[config.mk]
export PLATFORM = sky130hd
export DESIGN_NAME = mci_sram_arb
export DESIGN_NICKNAME = d
export VERILOG_FILES = /design/src/verilog/mci_pkg.sv /design/src/verilog/mci_sram_arb.sv
export SDC_FILE = /design/constraint.sdc
export NUM_CORES = 1
export LEC_CHECK = 0
export BUFFER_PORTS_ARGS = -buffer_cell sky130_fd_sc_hd__buf_2
export CAP_MARGIN = 20
export CORE_AREA = 2 2 99 101
export CTS_CLUSTER_SIZE = 28
export DETAILED_ROUTE_END_ITERATION = 8
export DIE_AREA = 0 0 101 103
export SLEW_MARGIN = 30
export SYNTH_ARGS = -nofsm -noshare
export SYNTH_HDL_FRONTEND = slang
export SYNTH_SLANG_ARGS = --single-unit
[constraint.sdc]
create_clock -name clk -period 2.6 [get_ports clk]
set_clock_uncertainty 0.05 [all_clocks]
set_input_delay 0.65 -clock clk [delete_from_list [all_inputs] [get_ports clk]]
set_output_delay 0.65 -clock clk [all_outputs]
set_load 0.02 [all_outputs]
[src/verilog/mci_pkg.sv]
package mci_pkg;

    //////////////////////////////
    // Widths
    //////////////////////////////
    localparam int DATA_W     = 32;
    localparam int ADDR_W     = 32;
    localparam int DMI_ADDR_W = 16;

    //////////////////////////////
    // Address map
    //////////////////////////////
    localparam logic [ADDR_W-1:0] REG_BASE  = 32'h1000_0000;
    localparam logic [ADDR_W-1:0] SRAM_BASE = 32'h2000_0000;

    // Register window holds 2**REG_OFF_W words
    localparam int                REG_OFF_W     = 4;
    localparam logic [ADDR_W-1:0] REG_WIN_BYTES = ADDR_W'(4 << REG_OFF_W);

    // Word offsets inside the register window
    localparam logic [REG_OFF_W-1:0] REG_STATUS      = 4'h0;
    localparam logic [REG_OFF_W-1:0] REG_WDT_CTRL    = 4'h1;
    localparam logic [REG_OFF_W-1:0] REG_WDT_PERIOD1 = 4'h2;
    localparam logic [REG_OFF_W-1:0] REG_WDT_PERIOD2 = 4'h3;
    localparam logic [REG_OFF_W-1:0] REG_ERR_FATAL   = 4'h4;
    localparam logic [REG_OFF_W-1:0] REG_ERR_MASK    = 4'h5;

    //////////////////////////////
    // Transfer types
    //////////////////////////////
    typedef struct packed {
        logic              valid;
        logic              write;
        logic [ADDR_W-1:0] addr;
        logic [DATA_W-1:0] wdata;
    } bus_req_t;

    typedef struct packed {
        logic              valid;
        logic              err;
        logic [DATA_W-1:0] rdata;
    } bus_rsp_t;

    typedef struct packed {
        logic                  valid;
        logic                  write;
        logic [DMI_ADDR_W-1:0] addr;
        logic [DATA_W-1:0]     wdata;
    } dmi_req_t;

    // Arbitrated memory port, word addressed
    typedef struct packed {
        logic                  valid;
        logic                  write;
        logic [DMI_ADDR_W-1:0] addr;
        logic [DATA_W-1:0]     wdata;
    } sram_req_t;

    typedef struct packed {
        logic              en;
        logic              restart;
        logic [DATA_W-1:0] period1;
        logic [DATA_W-1:0] period2;
    } wdt_cfg_t;

    typedef struct packed {
        logic t1_timeout;
        logic t2_timeout;
    } wdt_status_t;

endpackage

[src/verilog/mci_sram_arb.sv]
`timescale 1ns/1ps

module mci_sram_arb import mci_pkg::*; (
    input  logic              clk,
    input  logic              arst_n_i,
    input  sram_req_t         bus_req_i,
    input  dmi_req_t          dmi_req_i,
    output sram_req_t         mem_req_o,
    input  logic [DATA_W-1:0] mem_rdata_i,
    output bus_rsp_t          bus_rsp_o,
    output bus_rsp_t          dmi_rsp_o,
    output logic              collision_o
);

    logic bus_gnt;
    logic dmi_gnt;
    logic bus_gnt_q;
    logic dmi_gnt_q;
    logic rd_q;

    //////////////////////////////
    // Fixed priority with the bus first
    //////////////////////////////
    assign bus_gnt     = bus_req_i.valid;
    assign dmi_gnt     = dmi_req_i.valid & ~bus_req_i.valid;
    // DMI access dropped this cycle
    assign collision_o = dmi_req_i.valid & bus_req_i.valid;

    always_comb begin
        if (bus_gnt) begin
            mem_req_o = bus_req_i;
        end else begin
            mem_req_o.valid = dmi_gnt;
            mem_req_o.write = dmi_req_i.write;
            mem_req_o.addr  = dmi_req_i.addr;
            mem_req_o.wdata = dmi_req_i.wdata;
        end
    end

    // Which side owns the data coming back next cycle
    always_ff @(posedge clk or negedge arst_n_i) begin
        if (!arst_n_i) begin
            bus_gnt_q <= 1'b0;
            dmi_gnt_q <= 1'b0;
            rd_q      <= 1'b0;
        end else begin
            bus_gnt_q <= bus_gnt;
            dmi_gnt_q <= dmi_gnt;
            rd_q      <= mem_req_o.valid & ~mem_req_o.write;
        end
    end

    //////////////////////////////
    // Response steering
    //////////////////////////////
    // Writes answer with zero data
    assign bus_rsp_o.valid = bus_gnt_q;
    assign bus_rsp_o.err   = 1'b0;
    assign bus_rsp_o.rdata = (bus_gnt_q & rd_q) ? mem_rdata_i : '0;

    assign dmi_rsp_o.valid = dmi_gnt_q;
    assign dmi_rsp_o.err   = 1'b0;
    assign dmi_rsp_o.rdata = (dmi_gnt_q & rd_q) ? mem_rdata_i : '0;

    a_rsp_excl: assert property (@(posedge clk) disable iff (!arst_n_i)
        !(bus_rsp_o.valid && dmi_rsp_o.valid));

endmodule

# Word-level counts from Yosys, hierarchy flattened
# Cells that the tools add are included.
dict set report word_totals {
  regBits 3
  in_bits 134
  out_inout_bits 119
  elab_cells 13
}
dict set report classes {
  n_mux 3
  bitwise_logic 7
}
# operator n
set ops {}
lappend ops {{32-bit 2-to-1 mux} 2}
lappend ops {{50-bit 2-to-1 mux} 1}
lappend ops {{1-bit bitwise AND} 5}
lappend ops {{1-bit inverter} 2}

# Logic depth before layout (Yosys ltp)
dict set report depth {
  ltp_word 5
  mapped_depth 4
  depth_no_buf 2
}

# Worst setup path before layout
# No wires, ideal clock.
dict set report synth_path {
  kind {input port to output port}
  from {input bus_req_i[49] (netlist name)}
  to {output mem_req_o[10] (netlist name)}
  t_arrival_ps 1281
  required_ps 1900
  slack_ps 619
  stages 3
  n_path_buf 2
  path_cell_list {buf_6 -> buf_12 -> mux2_4}
}
# element line
set synth_lines {}
lappend synth_lines {{start: declaration} mci_sram_arb.sv:6} ;# input sram_req_t bus_req_i,
lappend synth_lines {{end: declaration} mci_sram_arb.sv:8} ;# output sram_req_t mem_req_o,

==> summary.md <==
| Metric | Value |
|---|---|
| Max_cap viols | `0` |
| Top cell type's share of synthesized area | `47.54%` |
| Ranking of synthesized cells by area | `mux2_4 48%, and3_1 28%, buf_12 5.6%, dfrtp_1 5.3%, clkbuf_1 3.2%` |
| Initial drt markers | `44` |
| Fin. max-slew vios | `0` |
| Setup TNS | `0 ns` |
| Initial antenna violation count | `0` |
| CP arrival | `1.56 ns` |
| DR pass1 iterations | `4` |
| Row count | `36` |
| Number of vias per cell | `4.095` |
| Commonest non-fill, non-tap cell in the layout | `buf_2` |
| Total congestion overflow | `0` |
| Peak VDD IR | `0.1887 mV` |
| CTS Buf Count | `3` |
| Pin count of the biggest net entering global routing | `65` |
| Status | `finished clean` |
| Critical Path RT | `1.90 ns` |
| Die area | `0.01040 mm^2` |
| RSZ-0062 raised after global routing | `false` |
| WL final | `5889 um` |
| Synthesized area | `0.001421 mm^2` |
| Synth-to-layout area growth | `91.37%` |
| Max transition margin | `45.62%` |
| Slew @ Worst Pin | `0.8157 ns` |
| Setup WS pre-CTS | `0.3335 ns` |
| Post-DP HPWL | `5061 um` |
| Area leader, netlist | `mux2_4` |
| Layout cells sized above 1 | `80.37%` |
| NumNets Final | `517` |
| Starting Density | `15.03%` |
| Total GRT Usage | `8.951%` |
| CP startpoint kind | `input pin` |
| First-pass GRT wire length | `7590 um` |
| Worst hold path type | `input pin to async pin` |
| CP max-delay cell | `mux2_2` |
| Hold Fails Final Rpt | `0` |
| Antenna violation net count after detailed routing | `0` |
| Nature of the critical path endpoint | `primary output` |
| Clock Pin Slew Worst Setup and Hold Paths | `0.03 ns` |
| CP dominant cell by count | `buf_2` |
| Setup CP Type | `input pin to primary output` |
| Routed len/inst | `11.87 um` |
| Most frequent cells in the layout | `250 x buf_2, 64 x and3_1, 45 x mux2_4, 4 x mux2_2` |
| CP Max Fanout | `38` |
| Sequential area share after synthesis | `5.282%` |
| Worst path max stage delay | `0.37 ns` |
| Via count | `2031` |
| Port Buffers | `250` |
| CTS Root Buffer Type | `clkbuf_8` |
| Post-Layout Cell Count | `496` |
| Crit-path cells | `buf_2 -> buf_12 -> mux2_2 -> buf_2` |
| DRC violations left | `0` |
| Tcrit/Tclk final | `86.90%` |
| Synth warn | `0` |
| Placeable Area | `0.009459 mm^2` |
| Diode count | `0` |
| CTS sink cnt | `3` |
| DP Cell Count | `492` |
| Final setup fails | `0` |
| Maximum clock path buffer count | `2` |
| Flops & latches, synth | `3` |
| Mean post-synth cell area | `9.735 um^2` |
| Ports | `253` |
| PnR worst setup slack | `0.3406 ns` |
| Die Ht | `103 um` |
| Fillcell total | `1020` |
| Synth cell types | `17` |
| Leak | `1.943 nW` |
| CTS tree | `done` |
| Die width | `101 um` |
| Post-CTS setup buffers | `0` |
| Synth Instances | `146` |
| Placer Congestion | `0.7361` |
| Hold_buf cts | `0` |
| Cts repair resizes | `0` |
| Hold_ws | `0.1701 ns` |
| H-tree lvl count | `1` |
| Power Dens Cells | `251.5 mW/mm^2` |
| Vias in the first global route | `1695` |
| Minimum clock period | `2.259 ns` |
| Peak Freq | `442.6 MHz` |
-- cells in the mapped netlist --
library cell / number
inv_1: 1
dfrtp_1: 3
nor2_1: 1
nor2b_1: 1
clkbuf_1: 12
buf_2: 1
and2_1: 1
or2_2: 1
a22o_1: 1
and3_1: 64
buf_12: 4
conb_1: 1
buf_8: 1
buf_6: 1
mux2_4: 45
mux2_2: 4
buf_4: 4
-- routing by layer --
metal,global-route usage (%),routed length (um)
met5,0,0
met4,1.559,8
met3,0.8136,492
met2,18.21,3228
met1,10.13,2159
-- how the worst max path moves through the flow --
stage | startpoint | cells past startpoint | to | slack, ns
4_1_cts | bus_req_i[49] | 4 | mem_req_o[2] | 0.33
2_1_floorplan | bus_req_i[49] | 3 | mem_req_o[10] | 0.62
3_3_place_gp | bus_req_i[49] | 4 | mem_req_o[0] | 0.35
3_5_place_dp | bus_req_i[49] | 4 | mem_req_o[2] | 0.33
6_report | bus_req_i[49] | 4 | mem_req_o[2] | 0.34
5_1_grt | dmi_gnt_q$_DFF_PN0_ | 2 | dmi_rsp_o[20] | 0.27
-- report_power, final --
group	switching, mW	internal [mW]	total [mW]
sequential	0.00637	0.0496	0.0560
combinational	0.252	0.240	0.492
clock	0.0312	0.105	0.136
-- kinds of logic after synthesis --
| group | synth area share (%) |
|---|---|
| muxes | 50.70 |
| AOI/OAI and AO/OA | 0.6163 |
| DFF | 5.282 |
| other | 0.2638 |
| and+or+nand+nor | 29.75 |
| buffers and inverters | 13.38 |
-- worst max-delay path, delay by kind of cell --
kind | cells | cell delay, ns
muxes | 1 | 0.37
buffers and inverters | 3 | 0.53
-- cell type report --
cell class / count / area [um^2] / share of cell area, %
well taps: 114 / 142.6 / 5.244
inverters: 1 / 3.754 / 0.1380
flip-flops and latches: 3 / 75.07 / 2.760
multi-input cells: 120 / 1160 / 42.64
clock buffers: 4 / 45.04 / 1.656
repair buffers: 254 / 1294 / 47.56
-- state kept, by name, summed over array words and instances (netlist names) --
name	count
rd_q	1
dmi_gnt_q	1
bus_gnt_q	1
-- stage by stage --
step / instance area [um^2] / power (mW) / utilization (%)
5_1_grt: 2720 / 0.7287 / 28.76
6_report: 2720 / 0.6842 / 28.76
2_1_floorplan: 1425 / 0.3674 / -
4_1_cts: 2720 / 0.6936 / 28.76
3_3_place_gp: 2675 / 0.5443 / 28.28
3_5_place_dp: 2675 / 0.5516 / 28.28
No activity file was read; power rests on OpenSTA's default activity.
