[src/verilog/mci_pkg.sv]
package mci_pkg;

    //////////////////////////////
    // Widths
    //////////////////////////////
    localparam int DATA_W     = 32;
    localparam int ADDR_W     = 32;
    localparam int DMI_ADDR_W = 16;

    //////////////////////////////
    // Address map
    //////////////////////////////
    localparam logic [ADDR_W-1:0] REG_BASE  = 32'h1000_0000;
    localparam logic [ADDR_W-1:0] SRAM_BASE = 32'h2000_0000;

    // Register window holds 2**REG_OFF_W words
    localparam int                REG_OFF_W     = 4;
    localparam logic [ADDR_W-1:0] REG_WIN_BYTES = ADDR_W'(4 << REG_OFF_W);

    // Word offsets inside the register window
    localparam logic [REG_OFF_W-1:0] REG_STATUS      = 4'h0;
    localparam logic [REG_OFF_W-1:0] REG_WDT_CTRL    = 4'h1;
    localparam logic [REG_OFF_W-1:0] REG_WDT_PERIOD1 = 4'h2;
    localparam logic [REG_OFF_W-1:0] REG_WDT_PERIOD2 = 4'h3;
    localparam logic [REG_OFF_W-1:0] REG_ERR_FATAL   = 4'h4;
    localparam logic [REG_OFF_W-1:0] REG_ERR_MASK    = 4'h5;

    //////////////////////////////
    // Transfer types
    //////////////////////////////
    typedef struct packed {
        logic              valid;
        logic              write;
        logic [ADDR_W-1:0] addr;
        logic [DATA_W-1:0] wdata;
    } bus_req_t;

    typedef struct packed {
        logic              valid;
        logic              err;
        logic [DATA_W-1:0] rdata;
    } bus_rsp_t;

    typedef struct packed {
        logic                  valid;
        logic                  write;
        logic [DMI_ADDR_W-1:0] addr;
        logic [DATA_W-1:0]     wdata;
    } dmi_req_t;

    // Arbitrated memory port, word addressed
    typedef struct packed {
        logic                  valid;
        logic                  write;
        logic [DMI_ADDR_W-1:0] addr;
        logic [DATA_W-1:0]     wdata;
    } sram_req_t;

    typedef struct packed {
        logic              en;
        logic              restart;
        logic [DATA_W-1:0] period1;
        logic [DATA_W-1:0] period2;
    } wdt_cfg_t;

    typedef struct packed {
        logic t1_timeout;
        logic t2_timeout;
    } wdt_status_t;

endpackage

[src/verilog/mci_bus_decode.sv]
`timescale 1ns/1ps

module mci_bus_decode import mci_pkg::*; #(
    parameter int SRAM_DEPTH_WORDS = 1024
) (
    input  logic      clk,
    input  logic      arst_n_i,
    input  bus_req_t  bus_req_i,
    output bus_req_t  reg_req_o,
    output sram_req_t sram_req_o,
    input  bus_rsp_t  reg_rsp_i,
    input  bus_rsp_t  sram_rsp_i,
    output bus_rsp_t  bus_rsp_o
);

    localparam logic [ADDR_W-1:0] SRAM_BYTES = ADDR_W'(SRAM_DEPTH_WORDS * 4);

    bus_req_t          req_q;
    logic              err_q;
    logic              in_reg;
    logic              in_sram;
    logic [ADDR_W-1:0] reg_off;
    logic [ADDR_W-1:0] sram_off;

    // Request stage, then a delayed error for unmapped accesses
    always_ff @(posedge clk or negedge arst_n_i) begin
        if (!arst_n_i) begin
            req_q <= '0;
            err_q <= 1'b0;
        end else begin
            req_q <= bus_req_i;
            err_q <= req_q.valid & ~in_reg & ~in_sram;
        end
    end

    // Window decode on the registered address
    assign reg_off  = req_q.addr - REG_BASE;
    assign sram_off = req_q.addr - SRAM_BASE;
    assign in_reg   = (req_q.addr >= REG_BASE) && (reg_off < REG_WIN_BYTES);
    assign in_sram  = (req_q.addr >= SRAM_BASE) && (sram_off < SRAM_BYTES);

    // Register bank sees a window-relative byte address
    assign reg_req_o = '{valid: req_q.valid & in_reg, write: req_q.write,
                         addr: reg_off, wdata: req_q.wdata};

    // SRAM takes word indices
    assign sram_req_o = '{valid: req_q.valid & in_sram, write: req_q.write,
                          addr: sram_off[DMI_ADDR_W+1:2], wdata: req_q.wdata};

    // Merge the three response sources
    always_comb begin
        bus_rsp_o = '0;
        if (reg_rsp_i.valid) begin
            bus_rsp_o = reg_rsp_i;
        end else if (sram_rsp_i.valid) begin
            bus_rsp_o = sram_rsp_i;
        end else if (err_q) begin
            bus_rsp_o.valid = 1'b1;
            bus_rsp_o.err   = 1'b1;
        end
    end

    a_rsp_mutex: assert property (@(posedge clk) disable iff (!arst_n_i)
        $onehot0({reg_rsp_i.valid, sram_rsp_i.valid, err_q}));

    // Every strobe gets its answer two cycles later
    a_rsp_latency: assert property (@(posedge clk) disable iff (!arst_n_i)
        bus_req_i.valid |-> ##2 bus_rsp_o.valid);

endmodule

[config.mk]
export PLATFORM = sky130hd
export DESIGN_NAME = mci_bus_decode
export DESIGN_NICKNAME = d
export VERILOG_FILES = /design/src/verilog/mci_pkg.sv /design/src/verilog/mci_bus_decode.sv
export SDC_FILE = /design/constraint.sdc
export NUM_CORES = 1
export LEC_CHECK = 0
export BUFFER_PORTS_ARGS = -buffer_cell sky130_fd_sc_hd__buf_2
export CORE_AREA = 3 3 111 113
export DETAILED_ROUTE_END_ITERATION = 12
export DIE_AREA = 0 0 114 116
export PLACE_DENSITY = 0.6
export RECOVER_POWER = 100
export SLEW_MARGIN = 10
export SYNTH_ARGS = -nofsm -noshare
export SYNTH_HDL_FRONTEND = slang
export SYNTH_SLANG_ARGS = --single-unit
[constraint.sdc]
create_clock -name clk -period 1.85 [get_ports clk]
set_input_delay 0.0925 -clock clk [delete_from_list [all_inputs] [get_ports clk]]
set_output_delay 0.0925 -clock clk [all_outputs]
set_load 0.03 [all_outputs]
### Word level (Yosys, flattened, before mapping)

Cells that the tools add are included.

| storage, ports and cells | value |
|---|---|
| output and inout port bits | 150 |
| input port bits | 136 |
| word-level logic and storage cells | 23 |
| register bits | 67 |

| operators by class | value |
|---|---|
| reductions and logical operators | 2 |
| add/sub/neg operators | 2 |
| $lt $le $gt $ge | 4 |
| multiplexer cells | 4 |
| bitwise operators | 6 |

Operator list:

| kind | count |
|---|---|
| $mux W34 | 1 |
| $ge A32 B29 Y1 const B | 1 |
| $ge A32 B30 Y1 const B | 1 |
| $lt A32 B13 Y1 const B | 1 |
| $lt A32 B7 Y1 const B | 1 |
| $mux W32 | 1 |
| $sub A32 B29 Y32 const B | 1 |
| $sub A32 B30 Y32 const B | 1 |
| $and A1 B1 Y1 | 4 |
| $mux W2 | 2 |
| $logic_and A1 B1 Y1 | 2 |
| $not A1 Y1 | 2 |

### Longest topological paths before layout

| logic depth | value |
|---|---|
| depth in word-level cells | 6 |
| gate-level depth with buffers | 6 |
| mapped depth without buffers | 6 |

### Least setup slack after synthesis

Ideal clock, no wire load.

| timing path | value |
|---|---|
| path kind | reg-to-output |
| start | reg req_q[38] in the netlist's numbering |
| end | out sram_req_o[49] in the netlist's numbering |
| path buffers | 0 |
| stages on the path, launching flop included | 4 |
| arrival time | 1879 ps |
| data required time | 1757 ps |
| setup slack | -121 ps |
| cells stage by stage | dfrtp_1 > or4_4 > o31a_1 > nor4b_2 |

RTL lines:

| item | line | text |
|---|---|---|
| start, declared | mci_bus_decode.sv:18 | `bus_req_t req_q;` |
| start signal, assigned | mci_bus_decode.sv:31 | `req_q <= bus_req_i;` |
| end, declared | mci_bus_decode.sv:10 | `output sram_req_t sram_req_o,` |

==> out/summary.log <==
qor: sta.tightestPinTransition 1.03 ns
qor: pwr.clock_power_share 0.407
qor: sta.skew 0.00361 ns
qor: synth.synth.yosys.seq_area_share 0.539
qor: grt.grt_pass1_vias 2877
qor: cts.cts_buf_count 9
qor: synth.syn_nets 399
qor: worst_setup_path.cp_data_arrival_time 2.02 ns
qor: placement.place_hpwl 7810 um
qor: die.floorplan.initialDensity 0.273
qor: die.fp.coreArea 11400 um2
qor: die.die_height 116 um
qor: sta.finalSetupViolCount 2
qor: cts.clk_latency 0.32 ns
qor: synth.cell_accounting_for_the_most_synthesized_area dfrtp_1
qor: cts.htree_num_levels 3
qor: placement.placed_cells 583
qor: pwr.power_frac_seq 0.367
qor: drt.post_drt_via_cell_ratio 4.13
qor: synth.syn-cell-area 3110 um2
qor: synth.post_synthesis_average_cell_area 12.1 um2
qor: synth.netlist_top_cells_count buf_4, dfrtp_1, a22o_1, clkbuf_1, ha_1
qor: outcome.violated_checks negative setup slack
qor: synth.synth-main-ff-cell dfrtp_1
qor: die.floorplan.die.width 114 um
qor: pwr.power_report.internal_total 3070 uW
qor: worst_setup_path.required 1.76 ns
qor: synth.netlist_top_cells_area dfrtp_1, buf_4, a22o_1, ha_1, nor4_1
qor: drt.average_wire_per_cell_in_the_routed_design 15.3 um
qor: sta.final.setup.tns -0.432 ns
qor: die.floorplan_die_area 13200 um2
qor: worst_setup_path.cp_max_fanout 2
qor: worst_setup_path.setup.worst_path.class flip-flop to output port
qor: cts.clkSlewWorstSetupHoldPaths 0.05 ns
qor: worst_setup_path.cpPeakStageDelay 0.53 ns
qor: worst_setup_path.critical_path.cell_chain or4_1 -> o31a_1 -> nor4b_4 -> buf_6
qor: synth.synthDistinctLibCells 30
qor: sta.report.final.slew_viol_count 0
qor: worst_setup_path.timing.critical_path.slowest_stage_cell or4_1
qor: sta.layout_min_cycle_time 2.11 ns
qor: pwr.netSwitchingFraction 0.291
qor: sta.grt_setup_unrepaired true
qor: finish.post_route_cells_drive_above_1_share 0.366
qor: placement.port_buffers 285
qor: hold_path.hold_path_class primary input to flip-flop
qor: sta.fin_ws -0.259 ns
qor: sta.final_hold_viol_count 0
qor: grt.grt_pass1_wl 14800 um
qor: worst_setup_path.end_kind output port
qor: drt.number_of_routed_nets_with_antenna_violations 0
qor: drt.detailedRoute.firstIterationViolations 64
qor: synth.postSynthCellCount 257
qor: pwr.irDropWorstVdd 459 uV
qor: synth.synth_async_sr_flop_share 1.00
qor: pwr.p_leak 0.00231 uW
qor: synth.synth.ff_latch_count 67
qor: synth.post-synth-top-area-fraction 0.539
qor: placement.gpl.final_weighted_congestion 0.881
qor: die.rows 39
qor: cts.clock_sinks 67
qor: cts.tritoncts_clock_tree built
qor: drt.routed-via-count 2762
qor: synth.yosysMostFrequentCell buf_4
qor: sta.timing.slew.headroom 0.311
qor: grt.number_of_antenna_violations_at_the_first_check_in_global_routing 1
qor: finish.finish.net_count 662
qor: finish.flow.area_growth_from_synthesis 56.4%
qor: grt.grt.total_usage 0.146
qor: flow_run.timing.max_cap.violations 0
qor: sta.final.period_utilization 1.14
qor: drt.wirelength 10300 um
qor: grt.largest_net_degree_at_the_start_of_global_routing 50
qor: worst_setup_path.cp-start-kind flip-flop
qor: outcome.status complete, but fails checks
qor: cts.cts_root_buffer clkbuf_16
qor: placement.place_worst_setup_slack -0.0772 ns
qor: drt.drc 0
qor: grt.grt_remaining_overflow 0
qor: cts.clock_path_buffers 2
qor: synth.synth.yosys.warnings 0
qor: finish.post_layout_nonfiller_instances 669
qor: pwr.switching_component_of_the_power 1260 uW
qor: synth.synth_edf_count 0
qor: pwr.combinationalPowerShare 0.227
qor: sta.max_freq 0.474 GHz
qor: pwr.powerDensity 890 nW/um2
qor: die.pin_count 286
qor: sta.final_layout_worst_hold_slack 0.409 ns
qor: drt.firstDrtPassIters 4
layout by cell type (no fill, tap or decap), drive strengths merged:
cell type	n
a21boi	1
a21oi	1
a22o	31
and3	1
buf	156
bufinv	2
clkbuf	157
clkinv	2
clkinvlp	1
dfrtp	67
diode	1
dlygate4sd3	67
ha	6
inv	5
mux2i	1
nand2	3
nand3	1
nand4	1
nor2b	1
nor3	1
nor3b	1
nor4	4
nor4b	1
nor4bb	1
o21a	1
o21ai	2
o22ai	1
o31a	1
o31ai	1
or3	1
or4	3
xnor2	2
xor2	1
final cells by class:
| type | instances | area (um2) |
|---|---|---|
| fill | 1141 | 6550 |
| timing repair buffer | 369 | 2070 |
| sequential | 67 | 1680 |
| multi-input combinational | 68 | 616 |
| clock buffer | 11 | 233 |
| tap | 143 | 179 |
| clock inverter | 5 | 77.6 |
| inverter | 5 | 18.8 |
| antenna | 1 | 2.50 |
final timing paths:
kind | start | end | slack (ns) | cells after the start
setup / recovery | req_q[34] | sram_req_o[49] | -0.26 | 4
hold / removal | bus_req_i[33] | req_q[33] | 0.41 | 2
setup reg to reg | req_q[34] | err_q | 0.09 | 5
hold reg to reg | req_q[65] | err_q | 0.56 | 2
max in group asynchronous | arst_n_i | req_q[55] | 0.42 | 3
min in group asynchronous | arst_n_i | reg_req_o[19] | 0.47 | 2
metal layers:
metal / track usage / routed length, um / vias to the layer above
li1: - / - / 1283
met1: 0.142 / 3370 / 1290
met2: 0.288 / 5740 / 176
met3: 0.0449 / 962 / 13
met4: 0.0530 / 180 / 0
met5: 0 / 0 / -
timing repair:
item,CTS,global route
endpoints found under the hold margin,84,0
pin swaps,2,0
gates resized for setup,4,6
buffers inserted,1,1
endpoints found under the setup margin,2,3
hold buffers,67,0
worst max-delay path, delay by kind of cell, from the launching register on:
family,cells,cell delay (ns)
buffers and inverters,1,0.17
flip-flops,1,0.37
AO/OA/AOI/OAI,1,0.35
AND/OR/NAND/NOR,2,0.81
flip-flops by register name, indices dropped and copies added, names as in the netlist:
name	flops
err_q	1
req_q	33
reg_req_o	33
power groups by stage:
stage          Combinational [uW]  Sequential [uW]  Clock (uW)
2_1_floorplan                 680             1600           0
3_3_place_gp                  910             1600           0
3_5_place_dp                  914             1610           0
4_1_cts                      1030             1580        1810
5_1_grt                      1040             1600        1900
6_report                      982             1590        1760
metrics by stage:
stage | util | instance area, um2 | total power, uW
after detailed placement | 0.351 | 4010 | 2520
after global routing | 0.426 | 4870 | 4540
final | 0.426 | 4870 | 4330
after CTS | 0.439 | 5010 | 4420
after global placement | 0.351 | 4010 | 2520
after floorplan | - | 3130 | 2280
cells by family (layout without fill, tap and decap cells):
kind of cell	after synthesis	count (layout)	synth area share
buf+inv	122	390	0.280
flops	67	67	0.539
compound gates	39	39	0.104
simple gates	19	19	0.0418
fa+ha+maj	6	6	0.0241
xor+xnor	3	3	0.00844
mux	1	1	0.00322
other cells	0	1	0
(Power assumes the default switching activity.)
