--- src/verilog/mci_pkg.sv ---
package mci_pkg;

    //////////////////////////////
    // Widths
    //////////////////////////////
    localparam int DATA_W     = 32;
    localparam int ADDR_W     = 32;
    localparam int DMI_ADDR_W = 16;

    //////////////////////////////
    // Address map
    //////////////////////////////
    localparam logic [ADDR_W-1:0] REG_BASE  = 32'h1000_0000;
    localparam logic [ADDR_W-1:0] SRAM_BASE = 32'h2000_0000;

    // Register window holds 2**REG_OFF_W words
    localparam int                REG_OFF_W     = 4;
    localparam logic [ADDR_W-1:0] REG_WIN_BYTES = ADDR_W'(4 << REG_OFF_W);

    // Word offsets inside the register window
    localparam logic [REG_OFF_W-1:0] REG_STATUS      = 4'h0;
    localparam logic [REG_OFF_W-1:0] REG_WDT_CTRL    = 4'h1;
    localparam logic [REG_OFF_W-1:0] REG_WDT_PERIOD1 = 4'h2;
    localparam logic [REG_OFF_W-1:0] REG_WDT_PERIOD2 = 4'h3;
    localparam logic [REG_OFF_W-1:0] REG_ERR_FATAL   = 4'h4;
    localparam logic [REG_OFF_W-1:0] REG_ERR_MASK    = 4'h5;

    //////////////////////////////
    // Transfer types
    //////////////////////////////
    typedef struct packed {
        logic              valid;
        logic              write;
        logic [ADDR_W-1:0] addr;
        logic [DATA_W-1:0] wdata;
    } bus_req_t;

    typedef struct packed {
        logic              valid;
        logic              err;
        logic [DATA_W-1:0] rdata;
    } bus_rsp_t;

    typedef struct packed {
        logic                  valid;
        logic                  write;
        logic [DMI_ADDR_W-1:0] addr;
        logic [DATA_W-1:0]     wdata;
    } dmi_req_t;

    // Arbitrated memory port, word addressed
    typedef struct packed {
        logic                  valid;
        logic                  write;
        logic [DMI_ADDR_W-1:0] addr;
        logic [DATA_W-1:0]     wdata;
    } sram_req_t;

    typedef struct packed {
        logic              en;
        logic              restart;
        logic [DATA_W-1:0] period1;
        logic [DATA_W-1:0] period2;
    } wdt_cfg_t;

    typedef struct packed {
        logic t1_timeout;
        logic t2_timeout;
    } wdt_status_t;

endpackage

--- src/verilog/mci_reg_bank.sv ---
`timescale 1ns/1ps

module mci_reg_bank import mci_pkg::*; (
    input  logic              clk,
    input  logic              arst_n_i,
    input  bus_req_t          req_i,
    output bus_rsp_t          rsp_o,
    input  logic              collision_i,
    input  wdt_status_t       wdt_status_i,
    input  logic [DATA_W-1:0] agg_error_fatal_i,
    output wdt_cfg_t          wdt_cfg_o,
    output logic              all_error_fatal_o
);

    logic [REG_OFF_W-1:0] off;
    logic                 wr;
    logic                 rd;
    logic [DATA_W-1:0]    rd_val;

    logic                 coll_q;
    logic                 wdt_en_q;
    logic                 restart_q;
    logic [DATA_W-1:0]    period1_q;
    logic [DATA_W-1:0]    period2_q;
    logic [DATA_W-1:0]    err_fatal_q;
    logic [DATA_W-1:0]    err_mask_q;
    logic                 fatal_q;
    bus_rsp_t             rsp_q;

    // Word offset from the window-relative address
    assign off = req_i.addr[REG_OFF_W+1:2];
    assign wr  = req_i.valid & req_i.write;
    assign rd  = req_i.valid & ~req_i.write;

    //////////////////////////////
    // Write decode
    //////////////////////////////
    always_ff @(posedge clk or negedge arst_n_i) begin
        if (!arst_n_i) begin
            coll_q    <= 1'b0;
            wdt_en_q  <= 1'b0;
            restart_q <= 1'b0;
            period1_q <= '0;
            period2_q <= '0;
            err_mask_q <= '0;
        end else begin
            // Restart lives for one cycle only
            restart_q <= wr && (off == REG_WDT_CTRL) && req_i.wdata[1];

            // New collision beats a clear in the same cycle
            if (collision_i) begin
                coll_q <= 1'b1;
            end else if (wr && (off == REG_STATUS) && req_i.wdata[0]) begin
                coll_q <= 1'b0;
            end

            if (wr && (off == REG_WDT_CTRL)) begin
                wdt_en_q <= req_i.wdata[0];
            end
            if (wr && (off == REG_WDT_PERIOD1)) begin
                period1_q <= req_i.wdata;
            end
            if (wr && (off == REG_WDT_PERIOD2)) begin
                period2_q <= req_i.wdata;
            end
            if (wr && (off == REG_ERR_MASK)) begin
                err_mask_q <= req_i.wdata;
            end
        end
    end

    //////////////////////////////
    // Fatal error capture
    //////////////////////////////
    always_ff @(posedge clk or negedge arst_n_i) begin
        if (!arst_n_i) begin
            err_fatal_q <= '0;
            fatal_q     <= 1'b0;
        end else begin
            // An error arriving during a W1C write stays set
            if (wr && (off == REG_ERR_FATAL)) begin
                err_fatal_q <= (err_fatal_q & ~req_i.wdata) | agg_error_fatal_i;
            end else begin
                err_fatal_q <= err_fatal_q | agg_error_fatal_i;
            end
            fatal_q <= |(err_fatal_q & ~err_mask_q);
        end
    end

    assign all_error_fatal_o = fatal_q;

    //////////////////////////////
    // Read path
    //////////////////////////////
    always_comb begin
        case (off)
            REG_STATUS: rd_val = {{(DATA_W-3){1'b0}}, wdt_status_i.t2_timeout,
                                  wdt_status_i.t1_timeout, coll_q};
            REG_WDT_CTRL:    rd_val = {{(DATA_W-1){1'b0}}, wdt_en_q};
            REG_WDT_PERIOD1: rd_val = period1_q;
            REG_WDT_PERIOD2: rd_val = period2_q;
            REG_ERR_FATAL:   rd_val = err_fatal_q;
            REG_ERR_MASK:    rd_val = err_mask_q;
            default:         rd_val = '0;
        endcase
    end

    // Answer every access one cycle later, writes included
    always_ff @(posedge clk or negedge arst_n_i) begin
        if (!arst_n_i) begin
            rsp_q <= '0;
        end else begin
            rsp_q.valid <= req_i.valid;
            rsp_q.err   <= 1'b0;
            rsp_q.rdata <= rd ? rd_val : '0;
        end
    end

    assign rsp_o = rsp_q;

    assign wdt_cfg_o.en      = wdt_en_q;
    assign wdt_cfg_o.restart = restart_q;
    assign wdt_cfg_o.period1 = period1_q;
    assign wdt_cfg_o.period2 = period2_q;

endmodule

--- config.mk ---
export PLATFORM = sky130hd
export DESIGN_NAME = mci_reg_bank
export DESIGN_NICKNAME = d
export VERILOG_FILES = /design/src/verilog/mci_pkg.sv /design/src/verilog/mci_reg_bank.sv
export SDC_FILE = /design/constraint.sdc
export NUM_CORES = 1
export LEC_CHECK = 0
export BUFFER_PORTS_ARGS = -buffer_cell sky130_fd_sc_hd__buf_4
export CORE_ASPECT_RATIO = 1.25
export CORE_MARGIN = 5
export CORE_UTILIZATION = 52
export DETAILED_ROUTE_END_ITERATION = 8
export GPL_ROUTABILITY_DRIVEN = 0
export PLACE_DENSITY = 0.8
export SLEW_MARGIN = 20
export SYNTH_ARGS = -nofsm -noshare
export SYNTH_HDL_FRONTEND = slang
export SYNTH_SLANG_ARGS = --single-unit
--- constraint.sdc ---
create_clock -name clk -period 2 [get_ports clk]
set_clock_uncertainty 0.2 [all_clocks]
set_input_delay 0.1 -clock clk [delete_from_list [all_inputs] [get_ports clk]]
set_output_delay 0.1 -clock clk [all_outputs]
set_load 0.01 [all_outputs]
Yosys cells after proc, flatten, opt, wreduce, memory -nomap -nowiden
Cells that the tools add are included.
{"block": "totals", "ff_bits": 165, "n_memories": 0, "inputBits": 103, "romBits": 0, "ramBits": 0, "latch_bits": 0, "out_inout_bits": 101}
{"block": "op_classes", "eq_ne": 5, "shift": 0, "addsub": 0, "n_bitwise": 9, "n_mux": 5, "mul": 0, "n_reduce_logical": 11, "div": 0, "n_lt_le_gt_ge": 0}
{"operator": "$pmux W32 S6", "count": 1}
{"operator": "$and A32 B32 Y32", "count": 2}
{"operator": "$mux W32", "count": 2}
{"operator": "$not A32 Y32", "count": 2}
{"operator": "$or A32 B32 Y32", "count": 2}
{"operator": "$reduce_or A32 Y1", "count": 1}
{"operator": "$eq A4 B2 Y1 const B", "count": 2}
{"operator": "$eq A4 B3 Y1 const B", "count": 2}
{"operator": "$logic_and A1 B1 Y1", "count": 8}
{"operator": "$eq A4 B1 Y1 const B", "count": 1}
{"operator": "$logic_not A4 Y1", "count": 1}
{"operator": "$and A1 B1 Y1", "count": 2}
{"operator": "$mux W1", "count": 2}
{"operator": "$reduce_bool A2 Y1", "count": 1}
{"operator": "$not A1 Y1", "count": 1}

Logic depth before layout (Yosys ltp)
Gate-level depths: netlist of run 1.
{"block": "depth", "word_depth": 5, "ltp_mapped": 7, "depth_no_buf": 4}

Least setup slack after synthesis of run 1
No wires, ideal clock.
{"block": "synth_timing", "path_type": "in2reg", "startpoint": "input req_i[36] (netlist bit)", "endpoint": "register period2_q[10]", "stages": 6, "arrival_time_ns": 1.298, "setup_ns": 0.127, "path_buffers": 3, "t_required_ns": 1.673, "slack_ns": 0.375, "path_cell_list": "buf_4 nor3_2 and3_1 buf_2 buf_6 mux2_1"}
{"block": "synth_between", "elab_chain_cells": 2}
{"element": "start: declaration", "line": "mci_reg_bank.sv:6", "rtl": "input bus_req_t req_i,"}
{"element": "$eq A4 B2 Y1", "line": "mci_reg_bank.sv:63", "rtl": "if (wr && (off == REG_WDT_PERIOD2)) begin"}
{"element": "$logic_and A1 B1 Y1", "line": "mci_reg_bank.sv:63"}
{"element": "end signal: assignment", "line": "mci_reg_bank.sv:64", "rtl": "period2_q <= req_i.wdata;"}
{"element": "end: declaration", "line": "mci_reg_bank.sv:24", "rtl": "logic [DATA_W-1:0] period2_q;"}
No other way between the ends.
A chain may end at the register's enable or synchronous reset.

Final worst setup path of run 1
{"block": "layout_timing", "startpoint": "input req_i[64] (netlist bit)", "endpoint": "register err_fatal_q[23]"}
{"block": "layout_between", "elab_chain_cells": 3}
{"element": "$and A1 B1 Y1", "line": "mci_reg_bank.sv:32", "rtl": "assign wr = req_i.valid & req_i.write;"}
{"element": "$logic_and A1 B1 Y1", "line": "mci_reg_bank.sv:81", "rtl": "if (wr && (off == REG_ERR_FATAL)) begin"}
{"element": "$mux W32", "line": "mci_reg_bank.sv:81"}
{"element": "end signal: assignment", "line": "mci_reg_bank.sv:82", "rtl": "err_fatal_q <= (err_fatal_q & ~req_i.wdata) | agg_error_fatal_i;"}
{"element": "end signal: assignment", "line": "mci_reg_bank.sv:84", "rtl": "err_fatal_q <= err_fatal_q | agg_error_fatal_i;"}
{"element": "end: declaration", "line": "mci_reg_bank.sv:25", "rtl": "logic [DATA_W-1:0] err_fatal_q;"}
No other way between the ends.

==> impl_metrics.tcl, run 1 <==
set metrics [dict create \
    drc 0 \
    ys_ff_latch 165 \
    hold_violations 0 \
    ant_nets 0 \
    status "finished clean" \
    slew_headroom_pct 65.3 \
    io_pins 204 \
    cp_data_required_time_ps 2080 \
    period_share_pct 97.4 \
    die_h_um 140 \
    post-route-min-period_ps 1950 \
    synth-seq-area-share_pct 58.6 \
    rows 47 \
    yosys-mux-area-fraction_pct 17.7 \
    yosys.area_share.adder_pct 0 \
    place_ws_ps 202 \
    stdcell_count 996 \
    synth.distinct_cells 30 \
    power_density_nw_per_um2 877 \
    die_w_um 114 \
    coreArea_um2 13300 \
    start_kind "input pin" \
    clkTransAtPathRegs_ps 60 \
    vias 5757 \
    antenna_found_initial 0 \
    drive_gt1_share_pct 32.0 \
    syn2layout_area_growth_pct 45.4 \
    setup_tns_ps 0 \
    start_util_pct 53.0 \
    drt_iter0_drc 452 \
    power_mw 8.97 \
    detailed_place.area_um2 8550 \
    slew_violations 0 \
    yosysWarnings 0 \
    clock_latency_ps 410 \
    cts_root_buf "clkbuf_16" \
    syn_area_per_cell_um2 13.2 \
    synth_compound_area_share_pct 13.8 \
    grt_remaining_overflow 0 \
    ir_drop_uv 615 \
    grt_usage_pct 27.0 \
    cts_buffers 17 \
    setup_ws_ps 52.7 \
    dieArea_um2 16000 \
    hpwl_um 13200 \
    cts.sinks 165 \
    detail_route.vias_per_cell 5.78 \
    synth_fp_nets 637 \
    antenna_cells 0 \
    final_nets 915 \
    port_buffers 174 \
    synth-xor-area-share_pct 0 \
    path_class "input pin to flop" \
    syn_area_um2 7040 \
    htree_levels 4 \
    drt_pass1_iterations 8 \
    post-route-cell-area_um2 10200 \
    grt_pass1_vias 6219 \
    rsz0062_at_grt "false" \
    worst_hold_slack_ps 8.79 \
    grt_pass1_wl_um 33700 \
    holdCritPathClass "input pin to asynchronous set/reset pin" \
    synth_top_family_by_area "multiplexers" \
    syn_inst 534 \
    crit_arrival_ps 2030 \
    finalSetupViolCount 0 \
    worstMarginPinSlew_ps 520 \
    cp_max_fo 12 \
    maxCapViolations 0 \
    p_leak_nw 4.77 \
    synthSimpleGateAreaFrac_pct 4.44 \
    post-route-util_pct 77.0 \
    grt_max_degree 61 \
    cts_max_path_buffers 2 \
    dpl.cell_count 859 \
    endpoint_kind "flop" \
    wl_per_cell_um 22.0 \
    cts_tree "done" \
    wl_um 21900 \
    max_freq_ghz 0.514 \
]
-- kinds of logic (layout without fill, tap and decap cells) --
kind of cell | count (synthesis) | in the layout
other | 1 | 1
muxes | 100 | 100
AOI/OAI and AO/OA | 141 | 141
DFF | 165 | 165
buffers and inverters | 68 | 359
and+or+nand+nor | 59 | 59
-- where the power goes --
group / switching, mW / internal (mW) / leakage (nW)
sequential: 0.371 / 3.73 / 2.01
combinational: 0.624 / 0.877 / 2.45
clock: 1.35 / 2.02 / 0.301
-- final cells by class --
cell class                      instances  area [µm²]
Sequential cell                       165        4130
Clock inverter                         14         174
Fill cell                             799        3050
Tap cell                              171         214
Multi-Input combinational cell        301        2560
Clock buffer                           18         439
Inverter                               32         120
Timing Repair Buffer                  295        2600
-- synth_stat cells --
cell      number  area [µm²]
a21o_1        33         248
a21oi_1       29         145
a222oi_1       3        30.0
a22oi_1       58         435
and3_1         4        25.0
and3_4         2        22.5
and4b_1        1        10.0
buf_2          7        35.0
buf_4          5        37.5
buf_6         13         146
clkbuf_1      11        41.3
conb_1         1        3.75
dfrtp_1      165        4130
inv_1         32         120
mux2_1        67         754
mux2_4        30         450
mux2i_1        2        20.0
mux4_2         1        22.5
nand2_1       35         131
nand3_1        3        15.0
nand3b_1       1        7.51
nand4_1        1        6.26
nor2_1         4        15.0
nor2_2         1        6.26
nor3_2         1        10.0
nor4_1         4        25.0
nor4b_2        1        15.0
nor4b_4        1        23.8
o21ai_0        2        10.0
o22ai_1       16         100
-- final timing paths --
kind	slack (ps)	end	cells past startpoint	from
worst max-delay path	50	err_fatal_q[23]	7	req_i[64]
worst min-delay path	9	err_fatal_q[27]	2	arst_n_i
worst max register to register	370	all_error_fatal_o	4	err_fatal_q[21]
worst min register to register	320	period2_q[12]	1	period2_q[12]
max in group asynchronous	870	err_mask_q[15]	3	arst_n_i
min in group clk	40	rsp_o[14]	4	req_i[35]
-- what timing repair did --
action,CTS,global route
setup buffers,0,0
hold buffers,104,0
gates resized for setup,0,3
endpoints found under the setup margin,0,4
hold endpoints to repair,305,0
-- worst max-delay path: stages --
cell and delay [ps]:
dlygate4sd3_1 550, buf_4 150, and3_4 240, buf_12 160, nand2_1 90, a21o_1 170, dlygate4sd3_1 570
-- layer usage --
metal / GRT usage [%] / vias to the layer above / routed length [µm]
met5: 0 / - / 0
met4: 12.4 / 0 / 733
met3: 5.95 / 52 / 1670
met2: 45.6 / 305 / 11200
met1: 32.8 / 2913 / 8260
li1: - / 2487 / -
-- registers in the layout (all words and copies together), names as in the netlist --
register,count
wdt_en_q,1
err_fatal_q,32
restart_q,1
period2_q,32
coll_q,1
period1_q,32
rsp_o,33
all_error_fatal_o,1
err_mask_q,32
-- layout by cell type (no fill, tap or decap), types with 3 or more instances in the layout --
cell type      Yosys  final
mux2_1            67     67
inv_6              0      4
bufinv_16          0      3
o22ai_1           16     16
a21o_1            33     33
a22oi_1           58     58
dfrtp_1          165    165
and3_4             2      3
buf_12             0      8
dlygate4sd3_1      0    104
nor2_1             4      4
a21oi_1           29     29
buf_4              5    180
a222oi_1           3      3
clkinv_4           0      3
nor4_1             4      4
clkinv_2           0      3
clkbuf_16          0     18
nand2_1           35     35
mux2_4            30     30
inv_1             32     32
Power figures use the tool's default switching activity.
==> inputs of run 2 (changes only) <==
Settings changed: CAP_MARGIN from default to 10.
Clock period 2 ns to 2.05 ns, I/O delays scaled along.
==> run 2 against run 1 <==
Via count is 0.30% higher. First-iteration DRC count is 5.3% lower. Routed wire length is 2.4% higher. Worst hold slack better by 5.9 ps. Die area stayed put. Non-clock buffer count is 1 lower. Count of clock-buffer cells in the layout is 3 higher. Register-to-register slack better by 90 ps. Worst setup slack better by 15 ps. Global-route usage is 1.2 points higher. Sequential share of layout area is 0.23 points higher. Largest power group unchanged.
==> impl_metrics.tcl, run 2 (synthesized netlist as in run 1, its figures left out) <==
set metrics [dict create \
    final_nets 914 \
    fillCellCount 799 \
    largest_reg_flops 33 \
    wl_um 22400 \
    drt_iter0_drc 428 \
    clock_latency_ps 420 \
    hold_violations 0 \
    setup_tns_ps 0 \
    drc 0 \
    place_ws_ps 232 \
    drive_gt1_share_pct 31.4 \
    rows 47 \
    clkTransAtPathRegs_ps 70 \
    worstMarginPinSlew_ps 552 \
    wl_per_cell_um 22.5 \
    hpwl_um 13300 \
    rsz0062_at_grt "false" \
    post-route-min-period_ps 1980 \
    rr_worst_depth 4 \
    power_mw 8.75 \
    coreArea_um2 13300 \
    holdPathStages 4 \
    max_freq_ghz 0.504 \
    ant_nets 0 \
    start_kind "input pin" \
    port_buffers 174 \
    layout_commonest_cell "buf_4" \
    grt_remaining_overflow 0 \
    io_pins 204 \
    start_util_pct 53.0 \
    detailed_place.area_um2 8540 \
    grt_usage_pct 28.2 \
    post_cts_resized 0 \
    power_density_nw_per_um2 860 \
    cts.sinks 165 \
    cp_data_required_time_ps 2130 \
    period_share_pct 96.7 \
    die_h_um 140 \
    slew_headroom_pct 63.2 \
    post-route-util_pct 76.6 \
    post-route-cell-area_um2 10200 \
    htree_levels 4 \
    finalSetupViolCount 0 \
    cts_max_path_buffers 2 \
    grt_max_degree 103 \
    drt_pass1_iterations 5 \
    most-common-layout-cells "buf_4, dfrtp_1, dlygate4sd3_1" \
    endpoint_kind "flop" \
    cts_root_buf "clkbuf_16" \
    ir_drop_uv 511 \
    maxCapViolations 0 \
    antenna_cells 0 \
    cp_max_fo 24 \
    slew_violations 0 \
    cts_tree "done" \
    seq_area_um2 4130 \
    detail_route.vias_per_cell 5.80 \
    cts_buffers 17 \
    vias 5774 \
    status "finished clean" \
    holdCritPathClass "input pin to flop" \
    die_w_um 114 \
    multi_input_area_um2 2550 \
    dieArea_um2 16000 \
    crit_arrival_ps 2070 \
    syn2layout_area_growth_pct 44.5 \
    p_leak_nw 4.74 \
    antenna_found_initial 0 \
    grt_pass1_wl_um 34600 \
    grt_pass1_vias 6291 \
    setup_ws_ps 67.3 \
    path_class "input pin to flop" \
]
[run 2: changes by cell type in the layout (fill, tap and decap cells not counted), sizes merged]
cell / previous run / this run
clkinv: 6 / 4
inv: 36 / 34
clkinvlp: 1 / 2
clkbuf: 19 / 21
[run 2: metal layers]
layer,up-vias,part of all wire [%],global-route usage (%)
met5,-,0,0
met4,0,2.2,10.4
met3,46,6.6,5.39
met2,288,53,49.7
met1,2957,38,34.0
li1,2483,-,-
[run 2: what timing repair did]
action / in CTS / in global routing
endpoints found under the setup margin: 0 / 0
endpoints found under the hold margin: 305 / 0
buffers inserted: 0 / 0
hold buffers: 104 / 0
[run 2: area by class of cell]
| class | count | share of cell area, % |
|---|---|---|
| clock buffers | 21 | 4.43 |
| flip-flops and latches | 165 | 40.6 |
| multi-input cells | 301 | 25.1 |
| inverters | 32 | 1.18 |
| clock inverters | 11 | 1.48 |
| well taps | 171 | 2.10 |
| repair buffers | 294 | 25.1 |
[run 2: worst paths after layout]
path	startpoint	end	slack, ps
worst max-delay path	req_i[64]	err_fatal_q[11]	70
worst min-delay path	req_i[37]	rsp_o[3]	10
worst max register to register	err_fatal_q[21]	all_error_fatal_o	460
worst min register to register	period2_q[12]	period2_q[12]	320
max in group asynchronous	arst_n_i	err_fatal_q[26]	820
min in group asynchronous	arst_n_i	rsp_o[0]	20
[run 2: power breakdown]
group | switching (mW) | total [mW] | internal [mW]
combinational | 0.620 | 1.47 | 0.851
sequential | 0.362 | 4.01 | 3.64
clock | 1.32 | 3.27 | 1.96
total | 2.30 | 8.75 | 6.45
[run 2: through the flow]
stage               instances  hold WS [ps]
floorplan                 534          -393
global placement          859          -280
detailed placement        859          -280
CTS                       995          11.4
global route              995          19.0
finish                    995          14.7
[run 2: critical path: stages]
cell	delay (ps)
dlygate4sd3_1	550
buf_4	140
and3_1	230
buf_12	210
nand2_1	70
a21o_1	170
dlygate4sd3_1	580
